### config.mk
export PLATFORM = sky130hd
export DESIGN_NAME = oq_enqueue
export DESIGN_NICKNAME = d
export VERILOG_FILES = /design/src/oq_pkg.sv /design/src/oq_enqueue.sv
export VERILOG_INCLUDE_DIRS = /design/src /design/src/src
export SDC_FILE = /design/constraint.sdc
export NUM_CORES = 1
export LEC_CHECK = 0
export ABC_CLOCK_PERIOD_IN_PS = 2800
export BUFFER_PORTS_ARGS = -buffer_cell sky130_fd_sc_hd__buf_2
export CAP_MARGIN = 20
export CORE_MARGIN = 8
export CORE_UTILIZATION = 34
export DETAILED_ROUTE_END_ITERATION = 8
export PLACE_DENSITY = 0.77
export SETUP_SLACK_MARGIN = 0.2
export SYNTH_ARGS = -nofsm -noshare
export SYNTH_HDL_FRONTEND = slang
export SYNTH_SLANG_ARGS = --single-unit
### constraint.sdc
create_clock -name axis_aclk -period 2.8 [get_ports axis_aclk]
set_clock_uncertainty 0.15 [all_clocks]
set_input_delay 0.56 -clock axis_aclk [delete_from_list [all_inputs] [get_ports axis_aclk]]
set_output_delay 0.56 -clock axis_aclk [all_outputs]
set_load 0.05 [all_outputs]
### src/oq_consts.svh
`ifndef OQ_CONSTS_SVH
`define OQ_CONSTS_SVH

// stream beat layout
`define OQ_DATA_W 64
`define OQ_KEEP_W 8
`define OQ_RANK_W 16

// shared word buffer
`define OQ_WORDS 64
`define OQ_ADDR_W 6

// rank calendar
`define OQ_PIFO_DEPTH 16
// holds 0 to OQ_PIFO_DEPTH
`define OQ_PIFO_IDX_W 5

// longest packet in beats, also the free-word reserve at admission
`define OQ_MAX_PKT_WORDS 8

`endif
### src/oq_pkg.sv
`include "oq_consts.svh"

package oq_pkg;

    ////////////////////////////////////////////////////////////
    // buffered beat
    ////////////////////////////////////////////////////////////

    typedef struct packed {
        logic [`OQ_DATA_W-1:0] data;
        logic [`OQ_KEEP_W-1:0] keep;
        logic                  last;
    } oq_beat_t;

    ////////////////////////////////////////////////////////////
    // calendar descriptor
    ////////////////////////////////////////////////////////////

    // lower rank leaves first
    typedef struct packed {
        logic [`OQ_RANK_W-1:0] rank;
        logic [`OQ_ADDR_W-1:0] head;
    } oq_desc_t;

endpackage

### src/oq_enqueue.sv
`timescale 1ns/1ps
`include "oq_consts.svh"

module oq_enqueue
    import oq_pkg::*;
(
    input  logic                  axis_aclk,
    input  logic                  axis_resetn,
    input  logic [`OQ_DATA_W-1:0] s_axis_tdata,
    input  logic [`OQ_KEEP_W-1:0] s_axis_tkeep,
    input  logic                  s_axis_tlast,
    input  logic [`OQ_RANK_W-1:0] s_axis_tuser,
    input  logic                  s_axis_tvalid,
    input  logic [`OQ_ADDR_W-1:0] free_head,
    input  logic [`OQ_ADDR_W:0]   free_count,
    input  logic                  pifo_full,
    output logic                  s_axis_tready,
    output logic                  wr_en,
    output oq_beat_t              wr_beat,
    output logic                  link_en,
    output logic [`OQ_ADDR_W-1:0] link_prev,
    output logic                  ins_en,
    output oq_desc_t              ins_desc
);

    typedef enum logic [1:0] {
        ST_OFF,
        ST_IDLE,
        ST_BODY
    } enq_state_t;

    enq_state_t            state;
    logic                  accept;
    logic                  first_beat;
    logic [`OQ_RANK_W-1:0] pkt_rank;
    logic [`OQ_ADDR_W-1:0] pkt_head;
    logic [`OQ_ADDR_W-1:0] prev_word;

    // admission on the first beat only, the reserve covers the rest
    always_comb
    begin
        case (state)
            ST_IDLE: s_axis_tready = (free_count >= `OQ_MAX_PKT_WORDS) && !pifo_full;
            ST_BODY: s_axis_tready = 1'b1;
            default: s_axis_tready = 1'b0;
        endcase
    end

    assign accept     = s_axis_tvalid && s_axis_tready;
    assign first_beat = (state == ST_IDLE);

    // beat goes straight into the free-list head
    assign wr_en        = accept;
    assign wr_beat.data = s_axis_tdata;
    assign wr_beat.keep = s_axis_tkeep;
    assign wr_beat.last = s_axis_tlast;

    assign link_en   = accept && !first_beat;
    assign link_prev = prev_word;

    // descriptor leaves with the last beat
    assign ins_en        = accept && s_axis_tlast;
    assign ins_desc.rank = first_beat ? s_axis_tuser : pkt_rank;
    assign ins_desc.head = first_beat ? free_head : pkt_head;

    always_ff @(posedge axis_aclk)
    begin
        if (!axis_resetn)
        begin
            state <= ST_OFF;
        end
        else if (state == ST_OFF)
        begin
            state <= ST_IDLE;
        end
        else if (accept)
        begin
            state <= s_axis_tlast ? ST_IDLE : ST_BODY;
        end
    end

    // packet context
    always_ff @(posedge axis_aclk)
    begin
        if (accept)
        begin
            prev_word <= free_head;
            if (first_beat)
            begin
                pkt_rank <= s_axis_tuser;
                pkt_head <= free_head;
            end
        end
    end

endmodule

* After elaboration in Yosys (flattened, before gate mapping)
Index checks and enable logic that the tools add are counted.
** Operators by class
- Magnitude comparators :: 1
- Equal/unequal tests :: 2
- Bitwise operators :: 1
- Muxes and demuxes :: 6
- Reductions and logical operators :: 9
** Operator list (number)
- two-way mux 16 bit :: 1
- >= comparator 7 x 4 -> 1 bit, second input constant :: 1
- two-way mux 6 bit :: 1
- logical AND 1 bit :: 4
- == test 2 x 1 -> 1 bit, second input constant :: 1
- == test 2 bit, second input constant :: 1
- logical NOT 1 bit :: 2
- logical NOT 2 bit :: 1
- two-way mux 1 bit :: 2
- two-way mux 2 bit :: 1
- one-hot mux 1 bit (2 select lines) :: 1
- nonzero test 2 bit :: 1
- OR reduction 2 bit :: 1
- NOT 1 bit :: 1
** Word-level totals
- Flip-flop bits (word level) :: 30
- Input port bits :: 106
- Output and inout port bits :: 105
- Word-level logic and storage cells :: 24

* Longest topological paths before layout
Gate-level depths: netlist of the first run.
- Depth in word-level cells :: 6
- Depth in mapped cells :: 6
- Mapped depth without buffers :: 5

* Worst setup path before layout of the first run
Ideal clock, no wire load.
- Kind :: reg-to-output
- From :: register state[0]
- To :: output ins_en
- Data arrival time :: 2644 ps
- Stages on the path, launching flop included :: 6
- Slack :: -554 ps
- Buffers on the path :: 0
- Cells stage by stage :: dfxtp_1 inv_1 ha_1 nand2_1 o31ai_4 and2_1
** Between the ends
- Longest elaborated chain between the ends :: 4
** RTL lines
- from (decl) :: line oq_enqueue.sv:32 : enq_state_t state;
- from (signal assigned) :: line oq_enqueue.sv:78 : state <= s_axis_tlast ? ST_IDLE : ST_BODY;
- == test 2 bit / == test 2 x 1 -> 1 bit (equally long branches) :: line oq_enqueue.sv:42 : case (state)
- one-hot mux 1 bit (2 select lines) * :: line oq_enqueue.sv:42
- logical AND 1 bit * :: line oq_enqueue.sv:49 : assign accept = s_axis_tvalid && s_axis_tready;
- via wr_en :: line oq_enqueue.sv:18 : output logic wr_en,
- logical AND 1 bit * :: line oq_enqueue.sv:62 : assign ins_en = accept && s_axis_tlast;
- to (decl) :: line oq_enqueue.sv:22 : output logic ins_en,
The timed path passes the listed nets; every way through them passes the cells marked *.

* Worst setup path after layout of the first run
- From :: register state[0]
- To :: output ins_en
** Between the ends
- Longest elaborated chain between the ends :: 4
** RTL lines (line)
- == test 2 bit / == test 2 x 1 -> 1 bit (equally long branches) :: oq_enqueue.sv:42
- one-hot mux 1 bit (2 select lines) * :: oq_enqueue.sv:42
- logical AND 1 bit * :: oq_enqueue.sv:49
- logical AND 1 bit * :: oq_enqueue.sv:62
Mark *: on every way between the ends. The rest lies on a longest branch, timed or not.

==> impl_metrics.yaml, run 1 <==
drt:
  vias: 958
  wl_per_cell_um: 15.5
  ant_nets: 0
  firstDrtPassIters: 4
  wl_mm: 3.40
  drt_iter0_markers: 17
  via_per_inst: 4.37
  drc: 0
pwr:
  ir_worst_vdd_v: 0.000222
  clkPwrFrac_pct: 35.5
  p_leak_nw: 0.754
  p_per_area_nw_per_um2: 627
  p_switching_mw: 0.336
  seqPwrFrac_pct: 42.8
  internal_power_mw: 0.850
  combPwrFrac_pct: 21.7
  p_sw_share_pct: 28.3
yosys:
  synth-compound-area-share_pct: 2.07
  syn-cell-area_um2: 1870
  synth_common_cells: "buf_4, edfxtp_1, mux2_2"
  synth_top_area_cell: "edfxtp_1"
  synth-xor-area-share_pct: 0
  synth-edff-count: 28
  synth_top_area_share_pct: 44.9
  netlist_instances: 148
  synth-main-ff-cell: "edfxtp_1"
  async_flop_share_pct: 0
  yosysSeqAreaShare_pct: 47.1
  synth_area_per_cell_um2: 12.6
  ys_ff_latch: 30
  yosys-mux-area-fraction_pct: 14.3
  synthTopCellsByArea: "edfxtp_1, buf_4, mux2_2"
  synth_top_family_by_area: "buffers and inverters"
  syn_nets: 257
  synthMostInstantiatedCell: "buf_4"
  synthSimpleGateAreaFrac_pct: 3.88
  synth_cell_types: 20
  yosys.area_share.adder_pct: 2.01
  ys_warn_count: 0
layout:
  finalNonFillerCells: 219
  layout.nets: 255
  antennaDiodeCount: 0
  syn_to_final_growth_pct: 1.20
  final_area_um2: 1890
  layout-drive-gt1-share_pct: 73.5
clock_tree:
  postCtsSetupRepairBufs: 1
  cts_tree: "built"
  cts.path.max_buffers: 2
  cts.sinks: 30
  clk_latency_ps: 280
  hold_buffers: 0
  root_buffer: "clkbuf_8"
  clkTransAtPathRegs_ps: 70
  cts_buffers: 5
  cts_resized: 0
  cts_htree_levels: 2
global_route:
  grt_pass1_wl_mm: 5.40
  gr-total-overflow: 0
  grt_pass1_vias: 1041
  track_usage_pct: 8.35
  grt_antenna_before_repair: 0
  grt_max_degree: 31
setup_path:
  r2r_cells: 5
  crit_required_ps: 2090
  reg2reg_slack_ps: 860
  startpoint_type: "flip-flop"
  cp_max_fo: 3
  timing.rr.start: "state[0]$_SDFFE_PN0P_"
  reg2reg_to: "pkt_rank[13]$_DFFE_PP_"
  crit_type: "flip-flop to output port"
  crit_path_end_kind: "output port"
  cp.arrival_ps: 1720
worst_hold_path:
  min_path_cells: 1
  min_to: "link_prev[1]$_DFFE_PP_"
  hp-start: "free_head[1]"
  min_path_type: "primary input to flip-flop"
sta:
  maxSlewViolCount: 0
  tightest_slew_ps: 398
  whs_ps: 320
  clock.fmax_mhz: 411
  slew_headroom_pct: 73.5
  rsz0062_at_grt: "false"
  min_period_ps: 2430
  fin_crit_sh_pct: 86.9
  hold_viol: 0
  setup_violations: 0
flow_run:
  maxCapViolations: 0
die:
  coreArea_um2: 5410
  die_w_um: 90.2
  initial_core_util_pct: 34.6
  dieArea_um2: 8130
  rows: 27
  pin_count: 211
  die_h_um: 90.2
placed_design:
  place.gp.congestion: 0.645
  placed_area_um2: 1760
  dp_hpwl_mm: 2.47
  place_inst: 208
  io_buffers: 63
status:
  status: "finished clean"
[worst max-delay path by stage]
stage	from	slack, ps	endpoint
after floorplan	pifo_full	-410	ins_en
after global placement	state[1]$_SDFFE_PP0P_	490	ins_en
after detailed placement	state[1]$_SDFFE_PP0P_	440	ins_en
after CTS	state[1]$_SDFFE_PP0P_	240	ins_en
after global routing	state[1]$_SDFFE_PP0P_	250	ins_en
final	state[0]$_SDFFE_PN0P_	370	ins_en
[power groups by stage]
stage / logic (mW) / clock network [mW] / registers, mW
6_report: 0.257 / 0.421 / 0.508
5_1_grt: 0.274 / 0.451 / 0.509
4_1_cts: 0.260 / 0.440 / 0.508
3_5_place_dp: 0.254 / 0 / 0.518
3_3_place_gp: 0.250 / 0 / 0.517
2_1_floorplan: 0.463 / 0 / 0.523
[cell type report]
cell class                 count  area, um2
fill                         534       3510
sequential                    30        882
multi-input combinational     40        455
timing repair buffer          67        349
tap                           72       90.1
clock buffer                   5       68.8
clock inverter                 3       40.0
inverter                       2       7.51
[stage by stage]
step	TNS (ps)	power (mW)	setup slack, ps	util [%]
after floorplan	-411	0.986	-411	-
after CTS	0	1.21	245	34.7
after global routing	0	1.23	255	35.0
after detailed placement	0	0.771	440	32.5
after global placement	0	0.767	486	32.5
final	0	1.19	367	35.0
[layer usage]
layer	wire, um	share of wire (%)	vias up	global-route usage, %
li1	-	-	427	-
met1	1260	37	445	7.93
met2	1570	46	56	13.2
met3	398	12	30	3.99
met4	174	5.1	0	7.63
met5	0	0	-	0
[flip-flops by register name, indices dropped and copies added, names as in the netlist]
| register | flops |
|---|---|
| state | 2 |
| pkt_rank | 16 |
| pkt_head | 6 |
| link_prev | 6 |
[worst max-delay path, stage by stage (launching register included)]
cell and delay, ps:
dfxtp_2 370, inv_1 90, ha_4 280, nand2_2 70, o31ai_4 210, and2_2 180, buf_2 250
[placed cells by master (no fill, tap or decap)]
master | Yosys | layout
dfxtp_1 | 2 | 1
nand2b_4 | 0 | 1
edfxtp_1 | 28 | 28
ha_4 | 0 | 2
nand3_1 | 1 | 1
ha_1 | 3 | 1
nand2_2 | 0 | 1
buf_6 | 0 | 1
inv_1 | 2 | 1
buf_2 | 2 | 63
o31ai_4 | 1 | 1
nor3b_2 | 0 | 1
o21a_1 | 1 | 1
clkinv_2 | 0 | 2
bufinv_16 | 0 | 1
and2_2 | 0 | 1
o21ai_0 | 2 | 2
clkbuf_8 | 0 | 5
nor4_4 | 1 | 1
dfxtp_2 | 0 | 1
nand3b_1 | 1 | 1
mux2_2 | 22 | 22
nor2_1 | 1 | 1
buf_4 | 74 | 3
or3b_2 | 1 | 1
mux2i_1 | 2 | 2
inv_2 | 0 | 1
[cell families (layout without fill, tap and decap cells)]
kind of cell	count (synthesis)	count (layout)
buf+inv	78	77
flops	30	30
mux	24	24
simple gates	9	9
compound gates	4	4
fa+ha+maj	3	3
Note: power is estimated with default switching activity, not from simulation.
==> run 2: changes to the inputs <==
--- a/config.mk
+++ b/config.mk
@@ -6,13 +6,14 @@
 export SDC_FILE = /design/constraint.sdc
 export NUM_CORES = 1
 export LEC_CHECK = 0
-export ABC_CLOCK_PERIOD_IN_PS = 2800
+export ABC_CLOCK_PERIOD_IN_PS = 2900
 export BUFFER_PORTS_ARGS = -buffer_cell sky130_fd_sc_hd__buf_2
 export CAP_MARGIN = 20
-export CORE_MARGIN = 8
-export CORE_UTILIZATION = 34
+export CORE_AREA = 2 2 82 84
+export CTS_BUF_LIST = sky130_fd_sc_hd__clkbuf_2 sky130_fd_sc_hd__clkbuf_4 sky130_fd_sc_hd__clkbuf_8
 export DETAILED_ROUTE_END_ITERATION = 8
-export PLACE_DENSITY = 0.77
+export DIE_AREA = 0 0 84 86
+export PLACE_DENSITY = 0.68
 export SETUP_SLACK_MARGIN = 0.2
 export SYNTH_ARGS = -nofsm -noshare
 export SYNTH_HDL_FRONTEND = slang
==> constraint.sdc (replaced) <==
create_clock -name axis_aclk -period 2.9 [get_ports axis_aclk]
set_clock_uncertainty 0.15 [all_clocks]
set_input_delay 0.58 -clock axis_aclk [delete_from_list [all_inputs] [get_ports axis_aclk]]
set_output_delay 0.58 -clock axis_aclk [all_outputs]
set_load 0.05 [all_outputs]
==> run 2 against run 1 <==
Compared with the run above:
- non-clock buffer count decreased by 1
- critical endpoint is now wr_en
- hold slack improved by 19 ps
- flip-flop and latch count unchanged
- first-iteration DRC count grew 65%
- sequential power is 4% lower
==> impl_metrics.yaml, run 2 (same netlist as run 1, synthesis figures left out) <==
status:
  status: "finished clean"
sta:
  setup_violations: 0
  rsz0062_at_grt: "false"
  maxSlewViolCount: 0
  tightest_slew_ps: 360
  hold_viol: 0
  slew_headroom_pct: 76.0
  setup_tns_ps: 0
  fin_ws_ps: 352
  min_period_ps: 2550
  fin_crit_sh_pct: 87.9
  clock.fmax_mhz: 392
die:
  pin_count: 211
  die_h_um: 86
  coreArea_um2: 6280
  initial_core_util_pct: 29.8
  rows: 29
  die_w_um: 84
  dieArea_um2: 7220
drt:
  wl_per_cell_um: 12.7
  firstDrtPassIters: 3
  via_per_inst: 4.18
  wl_mm: 2.83
  drt_iter0_markers: 28
  vias: 932
  ant_nets: 0
  drc: 0
clock_tree:
  cts_tree: "built"
  postCtsSetupRepairBufs: 0
  clk_latency_ps: 280
  root_buffer: "clkbuf_8"
  clkTransAtPathRegs_ps: 70
  cts_buffers: 5
  cts_htree_levels: 2
  hold_buffers: 0
  cts.path.max_buffers: 2
  cts.sinks: 30
global_route:
  grt_antenna_before_repair: 0
  grt_max_degree: 26
  grt_pass1_wl_mm: 4.26
  gr-total-overflow: 0
  grt_pass1_vias: 851
  track_usage_pct: 7.82
layout:
  layout.area.seq_um2: 881
  multiInputGateArea_um2: 430
  top_register: "pkt_rank"
  layout-drive-gt1-share_pct: 69.9
  syn_to_final_growth_pct: -1.54
  final_cell_mix: "buf_2, edfxtp_1, mux2_2"
  final_area_um2: 1840
  final_core_util_pct: 29.3
  final_common_cell: "buf_2"
  antennaDiodeCount: 0
  largest_register_ffs: 16
  num-fill-cells: 644
  layout.nets: 254
setup_path:
  startpoint_type: "flip-flop"
  crit_chain: "inv_1, ha_1, nand2_2, o31ai_4, buf_4, buf_2"
  cp_max_fo: 6
  crit_slowest_cell: "dfxtp_1"
  crit_type: "flip-flop to output port"
  max_stage_delay_ps: 360
  cp.arrival_ps: 1820
  crit_required_ps: 2170
  crit_path_end_kind: "output port"
flow_run:
  maxCapViolations: 0
pwr:
  p_leak_nw: 0.735
  power_mw: 1.06
  ir_worst_vdd_v: 0.000176
  p_per_area_nw_per_um2: 574
placed_design:
  placed_area_um2: 1750
  pre_cts_ws_ps: 591
  place.gp.congestion: 0.684
  io_buffers: 63
worst_hold_path:
  min_path_type: "primary input to flip-flop"
## run 2: changes by cell type in the layout (fill, tap and decap cells not counted)
cell and delta:
buf_4 -1, bufinv_16 -1, clkbuf_4 +1, clkinv_1 +1, clkinv_2 -1, dfxtp_1 +1
dfxtp_2 -1, ha_1 +2, ha_4 -2, inv_1 +1, inv_2 -1
## run 2: repair_timing
action | in CTS | in global routing
endpoints found under the hold margin | 0 | 0
gates resized for setup | 0 | 1
endpoints found under the setup margin | 0 | 1
## run 2: critical path, delay by kind of cell, from the launching register on
| kind | cells | cell delay, ps |
|---|---|---|
| flops | 1 | 360 |
| fa+ha+maj | 1 | 330 |
| buf+inv | 3 | 540 |
| compound gates | 1 | 220 |
| simple gates | 1 | 90 |
## run 2: stage by stage
stage               hold WS [ps]  std cells
finish                       339        223
global route                 333        223
CTS                          323        223
detailed placement           362        215
global placement             354        215
floorplan                    329        148
## run 2: layer usage
layer	GRT usage, %	vias up	share of wire (%)
li1	-	425	-
met1	8.91	419	41
met2	11.2	74	44
met3	4.04	14	12
met4	5.72	0	2.5
met5	0	-	0
## run 2: report_power, final
group          internal (mW)  switching (mW)
combinational         0.0744           0.162
sequential             0.487         0.00267
clock                  0.174           0.158
## run 2: final timing paths
path                         startpoint                endpoint  slack, ps  cells after the start
hold / removal             free_head[5]  link_prev[5]$_DFFE_PP_        340                      1
hold reg to reg   state[1]$_SDFFE_PP0P_   state[1]$_SDFFE_PP0P_        380                      2
setup reg to reg  state[0]$_SDFFE_PN0P_   pkt_head[3]$_DFFE_PP_        940                      5
setup / recovery  state[0]$_SDFFE_PN0P_                   wr_en        350                      6
## run 2: final cells by class
class / count / area share [%]
inverters: 2 / 0.408
well taps: 77 / 5.23
repair buffers: 66 / 18.5
flip-flops and latches: 30 / 47.8
multi-input cells: 40 / 23.4
clock buffers: 6 / 4.14
clock inverters: 2 / 0.476
