==> src/oq_consts.svh <==
`ifndef OQ_CONSTS_SVH
`define OQ_CONSTS_SVH

// stream beat layout
`define OQ_DATA_W 64
`define OQ_KEEP_W 8
`define OQ_RANK_W 16

// shared word buffer
`define OQ_WORDS 64
`define OQ_ADDR_W 6

// rank calendar
`define OQ_PIFO_DEPTH 16
// holds 0 to OQ_PIFO_DEPTH
`define OQ_PIFO_IDX_W 5

// longest packet in beats, also the free-word reserve at admission
`define OQ_MAX_PKT_WORDS 8

`endif
==> src/oq_pkg.sv <==
`include "oq_consts.svh"

package oq_pkg;

    ////////////////////////////////////////////////////////////
    // buffered beat
    ////////////////////////////////////////////////////////////

    typedef struct packed {
        logic [`OQ_DATA_W-1:0] data;
        logic [`OQ_KEEP_W-1:0] keep;
        logic                  last;
    } oq_beat_t;

    ////////////////////////////////////////////////////////////
    // calendar descriptor
    ////////////////////////////////////////////////////////////

    // lower rank leaves first
    typedef struct packed {
        logic [`OQ_RANK_W-1:0] rank;
        logic [`OQ_ADDR_W-1:0] head;
    } oq_desc_t;

endpackage

==> src/oq_dequeue.sv <==
`timescale 1ns/1ps
`include "oq_consts.svh"

module oq_dequeue
    import oq_pkg::*;
(
    input  logic                  axis_aclk,
    input  logic                  axis_resetn,
    input  oq_desc_t              top_desc,
    input  logic                  not_empty,
    input  oq_beat_t              rd_beat,
    input  logic [`OQ_ADDR_W-1:0] rd_next,
    input  logic                  m_axis_tready,
    output logic                  pop_en,
    output logic                  rd_en,
    output logic [`OQ_ADDR_W-1:0] rd_addr,
    output logic                  free_en,
    output logic [`OQ_ADDR_W-1:0] free_addr,
    output logic [`OQ_DATA_W-1:0] m_axis_tdata,
    output logic [`OQ_KEEP_W-1:0] m_axis_tkeep,
    output logic                  m_axis_tlast,
    output logic [`OQ_RANK_W-1:0] m_axis_tuser,
    output logic                  m_axis_tvalid
);

    // chain walk
    logic                  busy;
    logic                  have_addr;
    logic [`OQ_ADDR_W-1:0] cur_addr;
    logic [`OQ_RANK_W-1:0] cur_rank;
    // read stage
    logic                  rd_vld;
    logic [`OQ_ADDR_W-1:0] rd_addr_q;
    logic [`OQ_RANK_W-1:0] rd_rank;
    logic                  chain_more;
    logic                  chain_end;
    // output register and skid
    logic                  out_vld;
    oq_beat_t              out_beat;
    logic [`OQ_RANK_W-1:0] out_rank;
    logic                  skid_vld;
    oq_beat_t              skid_beat;
    logic [`OQ_RANK_W-1:0] skid_rank;
    logic                  take;
    logic [2:0]            fill;

    assign chain_more = rd_vld && !rd_beat.last;
    assign chain_end  = rd_vld && rd_beat.last;
    assign take       = out_vld && m_axis_tready;

    // beats held after this cycle, a new read needs one spare place
    assign fill = 3'(out_vld) + 3'(skid_vld) + 3'(rd_vld) - 3'(take);

    // next packet may be popped while the last word is still on its way out
    assign pop_en  = not_empty && (!busy || chain_end);
    assign rd_en   = (have_addr || chain_more) && (fill <= 3'd1);
    assign rd_addr = have_addr ? cur_addr : rd_next;

    // word goes back as soon as its contents are out of the memory
    assign free_en   = rd_vld;
    assign free_addr = rd_addr_q;

    assign m_axis_tvalid = out_vld;
    assign m_axis_tdata  = out_beat.data;
    assign m_axis_tkeep  = out_beat.keep;
    assign m_axis_tlast  = out_beat.last;
    assign m_axis_tuser  = out_rank;

    ////////////////////////////////////////////////////////////
    // control
    ////////////////////////////////////////////////////////////

    always_ff @(posedge axis_aclk)
    begin
        if (!axis_resetn)
        begin
            busy      <= 1'b0;
            have_addr <= 1'b0;
            rd_vld    <= 1'b0;
            out_vld   <= 1'b0;
            skid_vld  <= 1'b0;
        end
        else
        begin
            if (pop_en)
                busy <= 1'b1;
            else if (chain_end)
                busy <= 1'b0;
            // park the next address when the read has to wait
            if (pop_en)
                have_addr <= 1'b1;
            else if (rd_en)
                have_addr <= 1'b0;
            else if (chain_more)
                have_addr <= 1'b1;
            rd_vld <= rd_en;
            if (!out_vld || take)
            begin
                out_vld  <= skid_vld || rd_vld;
                skid_vld <= skid_vld && rd_vld;
            end
            else
            begin
                skid_vld <= skid_vld || rd_vld;
            end
        end
    end

    ////////////////////////////////////////////////////////////
    // payload
    ////////////////////////////////////////////////////////////

    always_ff @(posedge axis_aclk)
    begin
        if (pop_en)
        begin
            cur_addr <= top_desc.head;
            cur_rank <= top_desc.rank;
        end
        else if (chain_more && !rd_en)
        begin
            cur_addr <= rd_next;
        end
        if (rd_en)
        begin
            rd_addr_q <= rd_addr;
            rd_rank   <= cur_rank;
        end
        // skid drains first to keep beat order
        if (!out_vld || take)
        begin
            out_beat <= skid_vld ? skid_beat : rd_beat;
            out_rank <= skid_vld ? skid_rank : rd_rank;
        end
        if (rd_vld && out_vld && (skid_vld || !take))
        begin
            skid_beat <= rd_beat;
            skid_rank <= rd_rank;
        end
    end

endmodule

==> config.mk <==
export PLATFORM = sky130hd
export DESIGN_NAME = oq_dequeue
export DESIGN_NICKNAME = d
export VERILOG_FILES = /design/src/oq_pkg.sv /design/src/oq_dequeue.sv
export VERILOG_INCLUDE_DIRS = /design/src /design/src/src
export SDC_FILE = /design/constraint.sdc
export NUM_CORES = 1
export LEC_CHECK = 0
export ABC_AREA = 1
export BUFFER_PORTS_ARGS = -buffer_cell sky130_fd_sc_hd__buf_2
export CAP_MARGIN = 20
export CORE_MARGIN = 1.5
export CORE_UTILIZATION = 45
export CTS_CLUSTER_SIZE = 30
export DETAILED_ROUTE_END_ITERATION = 7
export PLACE_DENSITY = 0.72
export RECOVER_POWER = 50
export SLEW_MARGIN = 20
export SYNTH_ARGS = -nofsm -noshare
export SYNTH_HDL_FRONTEND = slang
export SYNTH_SLANG_ARGS = --single-unit
==> constraint.sdc <==
create_clock -name axis_aclk -period 12.6 [get_ports axis_aclk]
set_input_delay 0 -clock axis_aclk [delete_from_list [all_inputs] [get_ports axis_aclk]]
set_output_delay 0 -clock axis_aclk [all_outputs]
set_load 0.03 [all_outputs]
Yosys cells after proc, flatten, opt, wreduce, memory -nomap -nowiden. Cells that the tools add are included.

Bits in registers: 227. Input bits: 105.

Add/sub/neg operators: 3. Multiplexer cells: 11. Reduce and logical (&&, ||, !) cells: 22. $lt $le $gt $ge: 1.

Operator list (count): $mux 73 (1); $mux 6 (3); $mux 16 (1); $logic_and 1x1->1 (9); $mux 1 (6); $logic_not 1->1 (5); $logic_or 1x1->1 (5); $reduce_bool 2->1 (2); $add 2x1->3 (1); $le 3x1->1 const B (1); $reduce_bool 3->1 (1); $sub 3x1->3 (1); $add 1x1->2 (1).

Depth between registers and ports, before layout. Gate-level depths: netlist (run 1).

Depth after elaboration: 9. Gate-level depth with buffers: 10. Mapped depth without buffers: 10.

Worst setup path before layout (run 1). No wires, ideal clock.

Path type: flip-flop to flip-flop. Start: register rd_vld, in the netlist free_en. End: register skid_beat[0] in the netlist's numbering (enable). Clock period less this slack: 5.580 ns. Cell stages (with the launch flop): 3. Path slack: 7.020 ns. Setup time: 0.566 ns. Data required time: 12.034 ns. Arrival: 5.015 ns. Path through: dfxtp_1 > nand2_1 > a21oi_1.

Cells in the longest elaborated chain, start to end: 2.

Ends and longest elaborated chain: from (decl) (line oq_dequeue.sv:32) `logic rd_vld;`; from (signal assigned) (line oq_dequeue.sv:96) `rd_vld <= rd_en;`; $logic_and 1x1->1 (2 in series) (line oq_dequeue.sv:135) `if (rd_vld && out_vld && (skid_vld || !take))`; to (signal assigned) (line oq_dequeue.sv:137) `skid_beat <= rd_beat;`; to (decl) (line oq_dequeue.sv:42) `oq_beat_t skid_beat;`.

No other way between the ends. A chain may end at the register's enable or synchronous reset.

Worst setup path in the final report (run 1).
Start: register out_vld, in the netlist m_axis_tvalid. End: register out_beat, in the netlist m_axis_tdata[1] (enable).

Cells in the longest elaborated chain, start to end: 2. Elaborated cells on any way between the ends: 3. Classes of those cells: reduce/logical: 3.

Ends and longest elaborated chain: from (decl) (line oq_dequeue.sv:38) `logic out_vld;`; from (signal assigned) (line oq_dequeue.sv:99) `out_vld <= skid_vld || rd_vld;`; $logic_not 1->1 or $logic_and 1x1->1 (tied branches) (line oq_dequeue.sv:130, oq_dequeue.sv:49); $logic_or 1x1->1 (*) (line oq_dequeue.sv:130) `if (!out_vld || take)`; to (signal assigned) (line oq_dequeue.sv:132) `out_beat <= skid_vld ? skid_beat : rd_beat;`; to (decl) (line oq_dequeue.sv:39) `oq_beat_t out_beat;`.

Every way passes the cells marked *; elsewhere a longest branch is shown, timed or not.

==> summary by stage, run 1 <==
Run status
The run finished, with violations left. The final reports fail on capacitance limit, slew limit.

Clock network
TritonCTS built the clock tree. The number of clock buffers added by TritonCTS is 23. In this run the number of H-tree levels came out at 1. For the worst-skew pair, the clock arrives at the later sink with an insertion delay of 0.50 ns. The count of hold buffers inserted by post-cts repair is 110.

The clock-pin transition on the worst setup and hold timing paths is 0.06 ns. The number of buffers added for setup after CTS is 0. The clock net in this run drives a total of 227 sinks. The tree is rooted in a sky130_fd_sc_hd__clkbuf_16. After clock tree synthesis, the repair step resized 0 gates. The maximum count of clock buffers along a single path is 3.

Drt
The detail route stage leaves a number of antenna-violating nets equal to 0. After detailed routing, the number of vias per cell comes to 4.68. The final layout contains routed wiring with a total length of 17,000 µm. The detailed router placed 5,413 vias in this run. The initial detailed-routing violation count is 355.

In the final routed layout, each cell accounts on average for 14.7 µm. Before antenna repair, the detailed router went through 5 iterations. After detailed routing, the number of remaining DRC violations is 0.

Timing
The number of pins with negative max-slew slack in the final report is 92. The smallest setup slack after layout is 7.49 ns. On the final layout, the worst clock skew is 0.0151 ns. Derived from the worst setup path, the maximum achievable clock frequency is 196 MHz. The time the final worst path needs with I/O delays and setup is 5.11 ns. The hold violation total from the final report came to 0. Hold is met by 0.209 ns. Setup repair after global routing left no endpoint under its margin.

The transition time at the pin with the least slew margin is 3.93 ns. The worst path uses 40.6% of the clock period. The remaining max-slew budget at the tightest pin is -163%. Adding up every negative setup slack in the final design gives 0 ns.

Setup violations remaining at the end of the flow were counted as 0.

GRT
Across every metal layer, demand over resource in global routing totals 17.3%. Summed over all layers, the global routing overflow is 0. The first-pass GRT wire length is 25,300 µm.

The largest net degree at the start of global routing is 95. The via count of the first global-routing pass is 5,245. The initial antenna violation count was 1.

Yosys
In this run the cell area of the synthesized design comes to 8180 µm². The number of cells produced by synthesis is 584. Sorting the synthesized cells by area gives the leading types as sky130_fd_sc_hd__edfxtp_1, sky130_fd_sc_hd__nand2_1, sky130_fd_sc_hd__dfxtp_1.

The average cell area after synthesis is 14.0 µm². The number of register bits inferred by synthesis is 227. The cell accounting for the most synthesized area is sky130_fd_sc_hd__edfxtp_1.

The proportion of netlist area held by the largest area contributor is 81.5%. The net count of the mapped netlist is 691. After synthesis, the netlist uses 15 different library cells. Summing the sequential cell areas from Yosys gives 82.7% of the chip area. For this run, the number of Yosys warnings is 0.

Floorplanning
The number of I/O pins is 210. The starting density of the core is 45.7%. Measured along the y axis, the die boundary spans 138 µm. The floorplan step defined a core boundary enclosing 17,900 µm². The floorplan step set the die width to 138 µm. The floorplan step defined a die boundary enclosing 19,000 µm². The row count is 49.

Final layout
The area of all placed cells without fillers is 11,000 µm². The net count of the finished layout is 1,018. Once layout is complete, the utilization of the core stands at 61.7%. In the final layout, the share of cells above drive strength 1 is 8.74%.

Leaving out fill and tap cells, the most frequent cells in the layout are sky130_fd_sc_hd__nand2_1, sky130_fd_sc_hd__edfxtp_1, sky130_fd_sc_hd__clkbuf_1, sky130_fd_sc_hd__dlygate4sd3_1, sky130_fd_sc_hd__buf_2. The library cell used most frequently in the layout, excluding fill and tap cells, is sky130_fd_sc_hd__nand2_1. The area growth from synthesis to final layout is 35.0%.

The area taken by flip-flops and latches is 6770 µm². The multi-input logic area is 1270 µm². The layout has 1,405 filler cells.

Critical path
The maximum net fanout on the critical path is 91. The data arrival time of the worst path is 4.13 ns. The required time of the worst setup path is 11.62 ns. The worst setup slack for register-to-register paths is 7.49 ns.

The critical path is of the reg2reg type. The worst setup path is launched from a flop. The worst setup path is captured at a flop.

Place
The count of buffers from port buffering is 209. The last weighted congestion value of the routability-driven placer is 0.789. In this run the cell area measured after placement is 9440 µm². Timing analysis after detailed placement gives a worst setup slack of 9.81 ns. The HPWL after detailed placement is 9810 µm.

Power
The power per cell area is 149 nW/µm². The peak supply drop is 0.000143 V. For this design the static power due to leakage is 4.33 nW.

Flow run
The count of max-cap constraint violations is 1.

Min path
The min-delay analysis places its worst path in the category in2reg.
==> stage by stage <==
step	cells	total power [mW]
2_1_floorplan	584	0.948
3_3_place_gp	1005	0.994
3_5_place_dp	1005	0.996
4_1_cts	1156	1.67
5_1_grt	1157	1.70
6_report	1157	1.64
==> worst paths after layout <==
kind	start	endpoint	cells after the start
setup / recovery	m_axis_tvalid	m_axis_tdata[1]	3
hold / removal	top_desc[17]	cur_rank[11]	2
setup reg to reg	m_axis_tvalid	m_axis_tdata[1]	3
hold reg to reg	cur_rank[1]	rd_rank[1]	0
==> power by group <==
part	switching [mW]	internal [mW]	total, mW
registers	0.00875	0.859	0.868
clock network	0.265	0.376	0.641
logic	0.0864	0.0482	0.135
==> cells in the mapped netlist, drive strengths merged <==
master,n
nand2,314
edfxtp,222
buf,13
inv,11
clkbuf,6
dfxtp,5
a21oi,4
nor2,4
o21ai,2
conb,1
fa,1
ha,1
==> cells by family (layout without fill, tap and decap cells) <==
group | after synthesis | after routing | synth area share, %
buf+inv | 30 | 373 | 1.88
compound gates | 6 | 6 | 0.367
fa+ha+maj | 2 | 2 | 0.398
flops | 227 | 227 | 82.7
other cells | 1 | 2 | 0.0458
simple gates | 318 | 318 | 14.6
==> metal layers <==
layer / up-vias / share of wire (%) / GRT usage (%) / routed length, µm
met5: - / 0 / 0 / 0
met4: 0 / 2.2 / 4.86 / 372
met3: 32 / 8.5 / 4.50 / 1450
met2: 232 / 49 / 30.4 / 8360
met1: 2515 / 40 / 21.1 / 6820
li1: 2634 / - / - / -
==> registers in the layout (all words and copies together), names as in the netlist, 6 cells and up <==
name	cells
m_axis_tuser	16
m_axis_tdata	64
cur_rank	16
skid_beat	73
cur_addr	6
rd_rank	16
m_axis_tkeep	8
skid_rank	16
free_addr	6
==> cell type report <==
type                    count  area share (%)
inverters                  11           0.385
repair buffers            321            17.7
well taps                 229            2.59
clock inverters            14            1.11
clock buffers              27            5.35
flip-flops and latches    227            61.3
multi-input cells         327            11.5
diodes                      1          0.0227
==> worst max-delay path, stage by stage (launching register included) <==
cell and delay, ns:
sky130_fd_sc_hd__dfxtp_1 0.35, sky130_fd_sc_hd__inv_1 0.05, sky130_fd_sc_hd__nor2_1 0.19, sky130_fd_sc_hd__clkinvlp_2 2.92
Note: power is estimated with default switching activity, not from simulation.
==> run 2: changes to the inputs <==
Clock period 12.6 ns to 4.77 ns, I/O delays scaled along.
==> run 2 against run 1 <==
The run still ends with capacitance limit, slew limit left; sequential power rose to 2.6 times the previous value; maximum frequency rose by 48%; routed wire length fell by 2.2%; die area did not move; first-iteration DRC count fell by 14%; clock-buffer cell count rose by 1; via count fell by 1.2%; clock power rose to 2.7 times the previous value; flip-flop and latch count did not move; utilization rose by 0.091 points; clock skew fell by 0.0036 ns; non-clock buffer count fell by 1.
==> summary by stage, run 2 (same netlist as run 1, synthesis figures left out) <==
Drt
The aggregate routed wire length was 16,600 µm (-2.2%). The initial detailed-routing violation count came to 304 (-14%). The number of DRC violations after detailed routing was 0 (unchanged).

The detailed-routing iteration count for the pre-antenna-repair pass is 5 (unchanged). The detail-routed net length per standard cell came to 14.4 µm (-1.9%). The number of vias in the routed layout is 5,346 (-1.2%).

The routed via count divided by cell count is 4.63 (-0.98%). The residual antenna-violating net count after detailed routing is 0 (unchanged).

GRT
The initial antenna violation count was 0 (-1). The via count of the first global-routing pass is 5,043 (-3.9%). The first-pass GRT wire length came to 24,500 µm (-2.9%).

The global-route congestion overflow total is 0 (unchanged). The largest net degree at the start of global routing is 95 (unchanged). The all-layer global routing usage is 16.7% (-0.59 points).

Final layout
The fill cell total of the finished layout is 1,403 (-0.14%). The diode insertion count for antenna repair came to 0 (-1). The number of nets in the finished design is 1,017 (-0.098%). The flip-flop count of the largest register, all copies and words added is 73 (unchanged).

The register with the most flip-flops is skid_beat. The multi-input logic area is 1270 µm² (unchanged). The area growth from synthesis to final layout is 35.2%. The area taken by flip-flops and latches is 6770 µm² (unchanged). The fraction of layout cells with a size suffix above 1 is 9.08% (+0.34 points). Leaving out fill and tap cells, the most frequent cell in the layout is sky130_fd_sc_hd__nand2_1. The library cells used most frequently in the layout, excluding fill and tap cells, are sky130_fd_sc_hd__nand2_1, sky130_fd_sc_hd__edfxtp_1, sky130_fd_sc_hd__clkbuf_1, sky130_fd_sc_hd__dlygate4sd3_1, sky130_fd_sc_hd__buf_2.

Power
The sequential share of power is 52.3% (-0.5 points). The proportion of power drawn by combinational gates is 8.1% (about the same). The total power came to 4.38 mW (+170%).

The proportion of total power due to net switching is 21.5% (-0.44 points). The switching power is 0.942 mW (+160%). The peak supply drop is 0.000268 V (+87%).

The power per cell area was 396 nW/µm² (+170%). The static leakage is 4.35 nW (+0.45%). The clock share of power is 39.6% (+0.6 points). The internal power component is 3.44 mW (+170%).

Timing
The time the final worst path needs with I/O delays and setup came to 3.47 ns (-1.65 ns). The final total negative setup slack is 0 ns (unchanged). The number of pins with negative max-slew slack in the final report was 92 (unchanged).

The transition time at the pin with the least slew margin is 3.56 ns (-0.371 ns). The hold violation total from the final report was 0 (unchanged). The part of the cycle the worst path needs was 72.6% (+32 points). The worst hold margin is 0.206 ns (-0.00290 ns).

The upper clock frequency limit was 289 MHz (+48%). The final worst clock skew was 0.0115 ns (-0.00358 ns). The remaining max-slew budget at the tightest pin came to -137% (+26 points).

Setup repair after global routing left no endpoint under its margin. The final setup violation count came to 0 (unchanged).

Min path
The class of the most critical hold timing path is in2reg.

Critical path
The capturing element type of the critical path is a flop. The required time of the worst setup path is 4.79 ns (-6.83 ns). The data arrival time of the worst path is 3.48 ns (-0.65 ns). The slowest stage of the critical path belongs to the cell sky130_fd_sc_hd__inv_1.

The maximum net fanout on the critical path came to 91 (unchanged). The biggest cell delay along the critical path came to 2.49 ns (-0.43 ns). The cell repeated most along the worst path is sky130_fd_sc_hd__inv_1. The signal on the critical path passes through inv_1, nor2_1, inv_1. The critical path is of the reg2reg type. Grouping stages by cell kind, the critical path spends the most delay in buffers and inverters. The buffer and inverter count on the worst path is 2 (unchanged).

The startpoint kind of the worst setup timing path is a flop.

Clock network
The cell at the root of the clock tree is sky130_fd_sc_hd__clkbuf_16. The CTS H-tree depth is 1 (unchanged). The clock-pin transition on the worst setup and hold timing paths is 0.06 ns (about the same). The number of buffers inserted during clock tree synthesis is 23 (unchanged). The latest clock arrival within the worst-skew pair is 0.49 ns (about the same). The number of clock sinks seen by CTS was 227 (unchanged). The number of buffers added for setup after CTS was 0 (unchanged). The maximum count of clock buffers along a single path is 3 (unchanged). TritonCTS built the clock tree.

The quantity of gates resized following cts came to 0 (unchanged).

Floorplanning
The number of I/O pins came to 210 (unchanged). The row count is 49 (unchanged). The die outline width is 138 µm (unchanged). The standard cell core area was 17,900 µm² (unchanged). The height of the die was 138 µm (unchanged).

The starting density of the core was 45.7% (unchanged). The die area is 19,000 µm² (unchanged).

Place
The HPWL after detailed placement is 9540 µm (-2.8%). The last weighted congestion value of the routability-driven placer is 0.782 (-0.84%). The count of buffers from port buffering is 209 (unchanged).

Run status
The flow ran to the end, but the final reports show violations. The final reports fail on capacitance limit, slew limit.

Flow run
The count of max-cap constraint violations is 1 (unchanged).
## run 2: cell count changes in the layout (fill, tap and decap cells not counted), moves of 2 or more
| cell | previous run | this run |
|---|---|---|
| sky130_fd_sc_hd__clkbuf_1 | 171 | 168 |
| sky130_fd_sc_hd__clkinv_1 | 5 | 3 |
| sky130_fd_sc_hd__clkinv_2 | 4 | 6 |
| sky130_fd_sc_hd__buf_2 | 41 | 44 |
## run 2: cell type report
type,count,share of cell area (%)
timing repair buffer,320,17.7
inverter,11,0.385
tap,229,2.59
clock buffer,28,5.37
sequential,227,61.2
multi-input combinational,327,11.5
clock inverter,12,1.21
## run 2: timing repair
action | in CTS | in global routing
setup endpoints to repair | 0 | 0
hold buffers | 109 | 0
endpoints found under the hold margin | 196 | 0
## run 2: final timing paths
| path | start | endpoint | slack (ns) | depth (start not counted) |
|---|---|---|---|---|
| worst max-delay path | m_axis_tvalid | m_axis_tdata[42] | 1.30 | 3 |
| worst min-delay path | top_desc[10] | cur_rank[4] | 0.21 | 2 |
| worst max register to register | m_axis_tvalid | m_axis_tdata[42] | 1.30 | 3 |
| worst min register to register | cur_rank[0] | rd_rank[0] | 0.42 | 0 |
## run 2: routing by layer
layer	vias to the layer above	routed length (µm)	global-route usage, %
met3	34	1410	3.40
met4	0	369	5.27
met2	251	8120	28.9
li1	2629	-	-
met5	-	0	0
met1	2432	6730	21.2
## run 2: through the flow
| step | instance area (µm²) | utilization (%) | std cells | worst slack [ns] |
|---|---|---|---|---|
| after floorplan | 8190 | - | 584 | 1.10 |
| after global placement | 9450 | 52.8 | 1005 | 2.08 |
| after detailed placement | 9450 | 52.8 | 1005 | 1.96 |
| after CTS | 11300 | 62.9 | 1154 | 1.69 |
| after global routing | 11100 | 61.8 | 1154 | 1.01 |
| final | 11100 | 61.8 | 1154 | 1.30 |
## run 2: power by group through the flow
stage | registers (mW) | logic, mW | clock network, mW
2_1_floorplan | 2.43 | 0.0722 | 0
3_3_place_gp | 2.33 | 0.294 | 0
3_5_place_dp | 2.33 | 0.298 | 0
4_1_cts | 2.29 | 0.371 | 1.78
5_1_grt | 2.30 | 0.384 | 1.84
6_report | 2.29 | 0.355 | 1.73
## run 2: worst reg2reg max path, stage by stage, from the launching register on
cell and delay, ns:
sky130_fd_sc_hd__dfxtp_1 0.32, sky130_fd_sc_hd__inv_1 0.06, sky130_fd_sc_hd__nor2_1 0.06, sky130_fd_sc_hd__inv_1 2.49
==> run 3: changes to the inputs <==
Settings changed: PLACE_DENSITY 0.72 to 0.74.
Clock period 4.77 ns to 2.9 ns, I/O delays scaled along.
==> run 3 against run 2 <==
The flow still finishes with violations (capacitance limit, slew limit); clock power increased by 61%; largest power group unchanged; routed wire length grew 3.0%; flip-flop and latch count is the same.
==> summary by stage, run 3 (same netlist as run 1, synthesis figures left out) <==
Place
The last weighted congestion value of the routability-driven placer is 0.796 (+1.8%). The count of buffers from port buffering is 209 (unchanged). The HPWL after detailed placement was 9760 µm (+2.3%). The cell area after placement is 9470 µm² (+0.23%).

Floorplanning
The die area was 19,000 µm² (unchanged). The height of the die is 138 µm (unchanged). The die outline width is 138 µm (unchanged). The starting density of the core is 45.7% (unchanged). The number of I/O pins came to 210 (unchanged).

The row count is 49 (unchanged). The standard cell core area is 17,900 µm² (unchanged).

Drt
The residual antenna-violating net count after detailed routing is 0 (unchanged). The routed via count divided by cell count is 4.67 (+0.79%). The number of DRC violations after detailed routing was 0 (unchanged). The initial detailed-routing violation count is 245 (-19%). The number of vias in the routed layout is 5,416 (+1.3%).

The aggregate routed wire length is 17,100 µm (+3.0%). The detailed-routing iteration count for the pre-antenna-repair pass is 4 (-1). The detail-routed net length per standard cell is 14.8 µm (+2.5%).

Critical path
By instance count, the cell type seen most on the critical path is sky130_fd_sc_hd__inv_1. The slowest stage of the critical path is the sky130_fd_sc_hd__inv_1 cell. The maximum net fanout on the critical path was 23 (-75%).

The capturing element type of the critical path is an output port. The kind of critical path is reg2out. The required time of the worst setup path is 2.90 ns (-1.89 ns).

The gate family responsible for the most delay along the worst path is buffers and inverters. The worst setup slack for register-to-register paths is 0.61 ns (-0.69 ns). The buffer and inverter count on the worst path was 4 (+2).

The startpoint kind of the worst setup timing path is a flop. The biggest cell delay along the critical path is 0.60 ns (-1.89 ns). Walking the worst path, the cells encountered are fa_1, inv_1, ha_1, nand2_1, inv_1, nand2_1, inv_1, buf_2.

The data arrival time of the worst path came to 2.62 ns (-0.86 ns).

Clock network
The number of clock sinks seen by CTS was 227 (unchanged). The cell at the root of the clock tree is sky130_fd_sc_hd__clkbuf_16. The maximum count of clock buffers along a single path is 3 (unchanged). The latest clock arrival within the worst-skew pair is 0.50 ns (about the same). The clock-pin transition on the worst setup and hold timing paths came to 0.06 ns (about the same). The CTS tree is built. The number of buffers inserted during clock tree synthesis is 24 (+4.3%). The quantity of gates resized following cts is 0 (unchanged).

The CTS H-tree depth is 1 (unchanged).

Run status
The final reports fail on capacitance limit, slew limit. The flow ran to the end, but the final reports show violations.

Final layout
The diode insertion count for antenna repair is 0 (unchanged). The most frequent standard cell in the layout excluding fill and tap cells is sky130_fd_sc_hd__nand2_1. The flip-flop count of the largest register, all copies and words added was 73 (unchanged). The multi-input logic area is 1270 µm² (unchanged). In the layout the commonest cells are sky130_fd_sc_hd__nand2_1, sky130_fd_sc_hd__edfxtp_1, sky130_fd_sc_hd__clkbuf_1, sky130_fd_sc_hd__dlygate4sd3_1, sky130_fd_sc_hd__buf_2. The area taken by flip-flops and latches came to 6770 µm² (unchanged). The area growth from synthesis to final layout is 35.3%. The fraction of layout cells with a size suffix above 1 is 9.45% (+0.37 points). The number of nets in the finished design was 1,021 (+0.39%). The fill cell total of the finished layout came to 1,386 (-1.2%).

The area of all placed cells without fillers is 11,100 µm² (+0.12%). The register with the most flip-flops is skid_beat.

Timing
Subtracting the final worst setup slack from the clock period gives 2.62 ns. The final total negative setup slack was 0 ns (unchanged). Static timing analysis puts the maximum clock frequency at 381 MHz. The transition time at the pin with the least slew margin is 1.81 ns (-1.75 ns). The part of the cycle the worst path needs is 90.4%.

The final setup violation count was 0 (unchanged). The number of pins with negative max-slew slack in the final report is 89 (-3.3%). The hold violation total from the final report is 0 (unchanged). The remaining max-slew budget at the tightest pin is -20.6% (+120 points). Setup repair after global routing left no endpoint under its margin. The final worst clock skew was 0.00818 ns (-0.00333 ns).

GRT
The initial antenna violation count came to 0 (unchanged). The all-layer global routing usage came to 17.5% (+0.83 points). The largest net degree at the start of global routing came to 93 (-2.1%). The first-pass GRT wire length is 25,900 µm (+5.5%). The global-route congestion overflow total was 0 (unchanged).

The via count of the first global-routing pass is 5,307 (+5.2%).

Flow run
The count of max-cap constraint violations was 1 (unchanged).

Power
The static leakage came to 4.36 nW (+0.22%). The power per cell area came to 645 nW/µm² (+63%). The peak supply drop is 0.000706 V (+160%).

Min path
The path class of the tightest hold or removal check is in2reg.
[run 3: cell count changes in the layout (fill, tap and decap cells not counted)]
cell                         before  now
sky130_fd_sc_hd__inv_2            1    3
sky130_fd_sc_hd__clkbuf_2         2    3
sky130_fd_sc_hd__inv_1            9    8
sky130_fd_sc_hd__buf_4            1    3
sky130_fd_sc_hd__clkinvlp_4       1    2
sky130_fd_sc_hd__clkbuf_16       23   24
sky130_fd_sc_hd__clkinv_1         3    5
sky130_fd_sc_hd__clkbuf_1       168  169
sky130_fd_sc_hd__clkinv_8         0    1
sky130_fd_sc_hd__bufinv_16        3    1
sky130_fd_sc_hd__buf_2           44   42
[run 3: final timing paths]
kind                                     from           end  depth (start not counted)
worst max-delay path                  free_en         rd_en                          8
worst min-delay path            m_axis_tready  skid_beat[0]                          3
worst max register to register  m_axis_tvalid   cur_addr[1]                          8
worst min register to register    cur_rank[2]    rd_rank[2]                          0
[run 3: layer usage]
layer,part of all wire (%),vias to the layer above,GRT usage [%],wire length (µm)
met1,41,2502,22.0,6940
met2,50,228,30.9,8550
li1,-,2642,-,-
met3,6.6,44,3.03,1140
met4,2.9,0,5.79,496
met5,0,-,0,0
[run 3: tightest hold or removal path: cells and delay by family]
family | cells | cell delay [ns]
AO/OA/AOI/OAI | 1 | 0.06
buffers and inverters | 2 | 0.38
[run 3: area by class of cell]
class	instances	share of cell area, %
Multi-Input combinational cell	327	11.5
Sequential cell	227	61.1
Tap cell	229	2.59
Timing Repair Buffer	323	17.9
Clock inverter	15	0.994
Clock buffer	28	5.56
Inverter	11	0.373
[run 3: per-stage QoR]
step                      setup WS [ns]  util [%]  cells  total power, mW  hold slack [ns]
final                             0.277      61.9   1160             7.14            0.157
after global routing             0.0761      61.9   1160             7.38            0.186
after CTS                         0.221      63.0   1160             7.23            0.161
after detailed placement          0.539      52.9   1008             4.33            0.178
after global placement            0.711      52.9   1008             4.31            0.177
after floorplan                   0.163         -    584             4.12           0.0989
[run 3: what timing repair did]
action                                 4_1_cts  5_1_grt
endpoints found under the hold margin      179        0
setup buffers                                0        0
hold buffers                               109        0
[run 3: report_power, final]
group          switching [mW]  total, mW  leakage, nW  internal (mW)
Clock                    1.18       2.79        0.353           1.61
Combinational           0.376      0.585         1.81          0.209
Sequential             0.0382       3.77         2.19           3.73
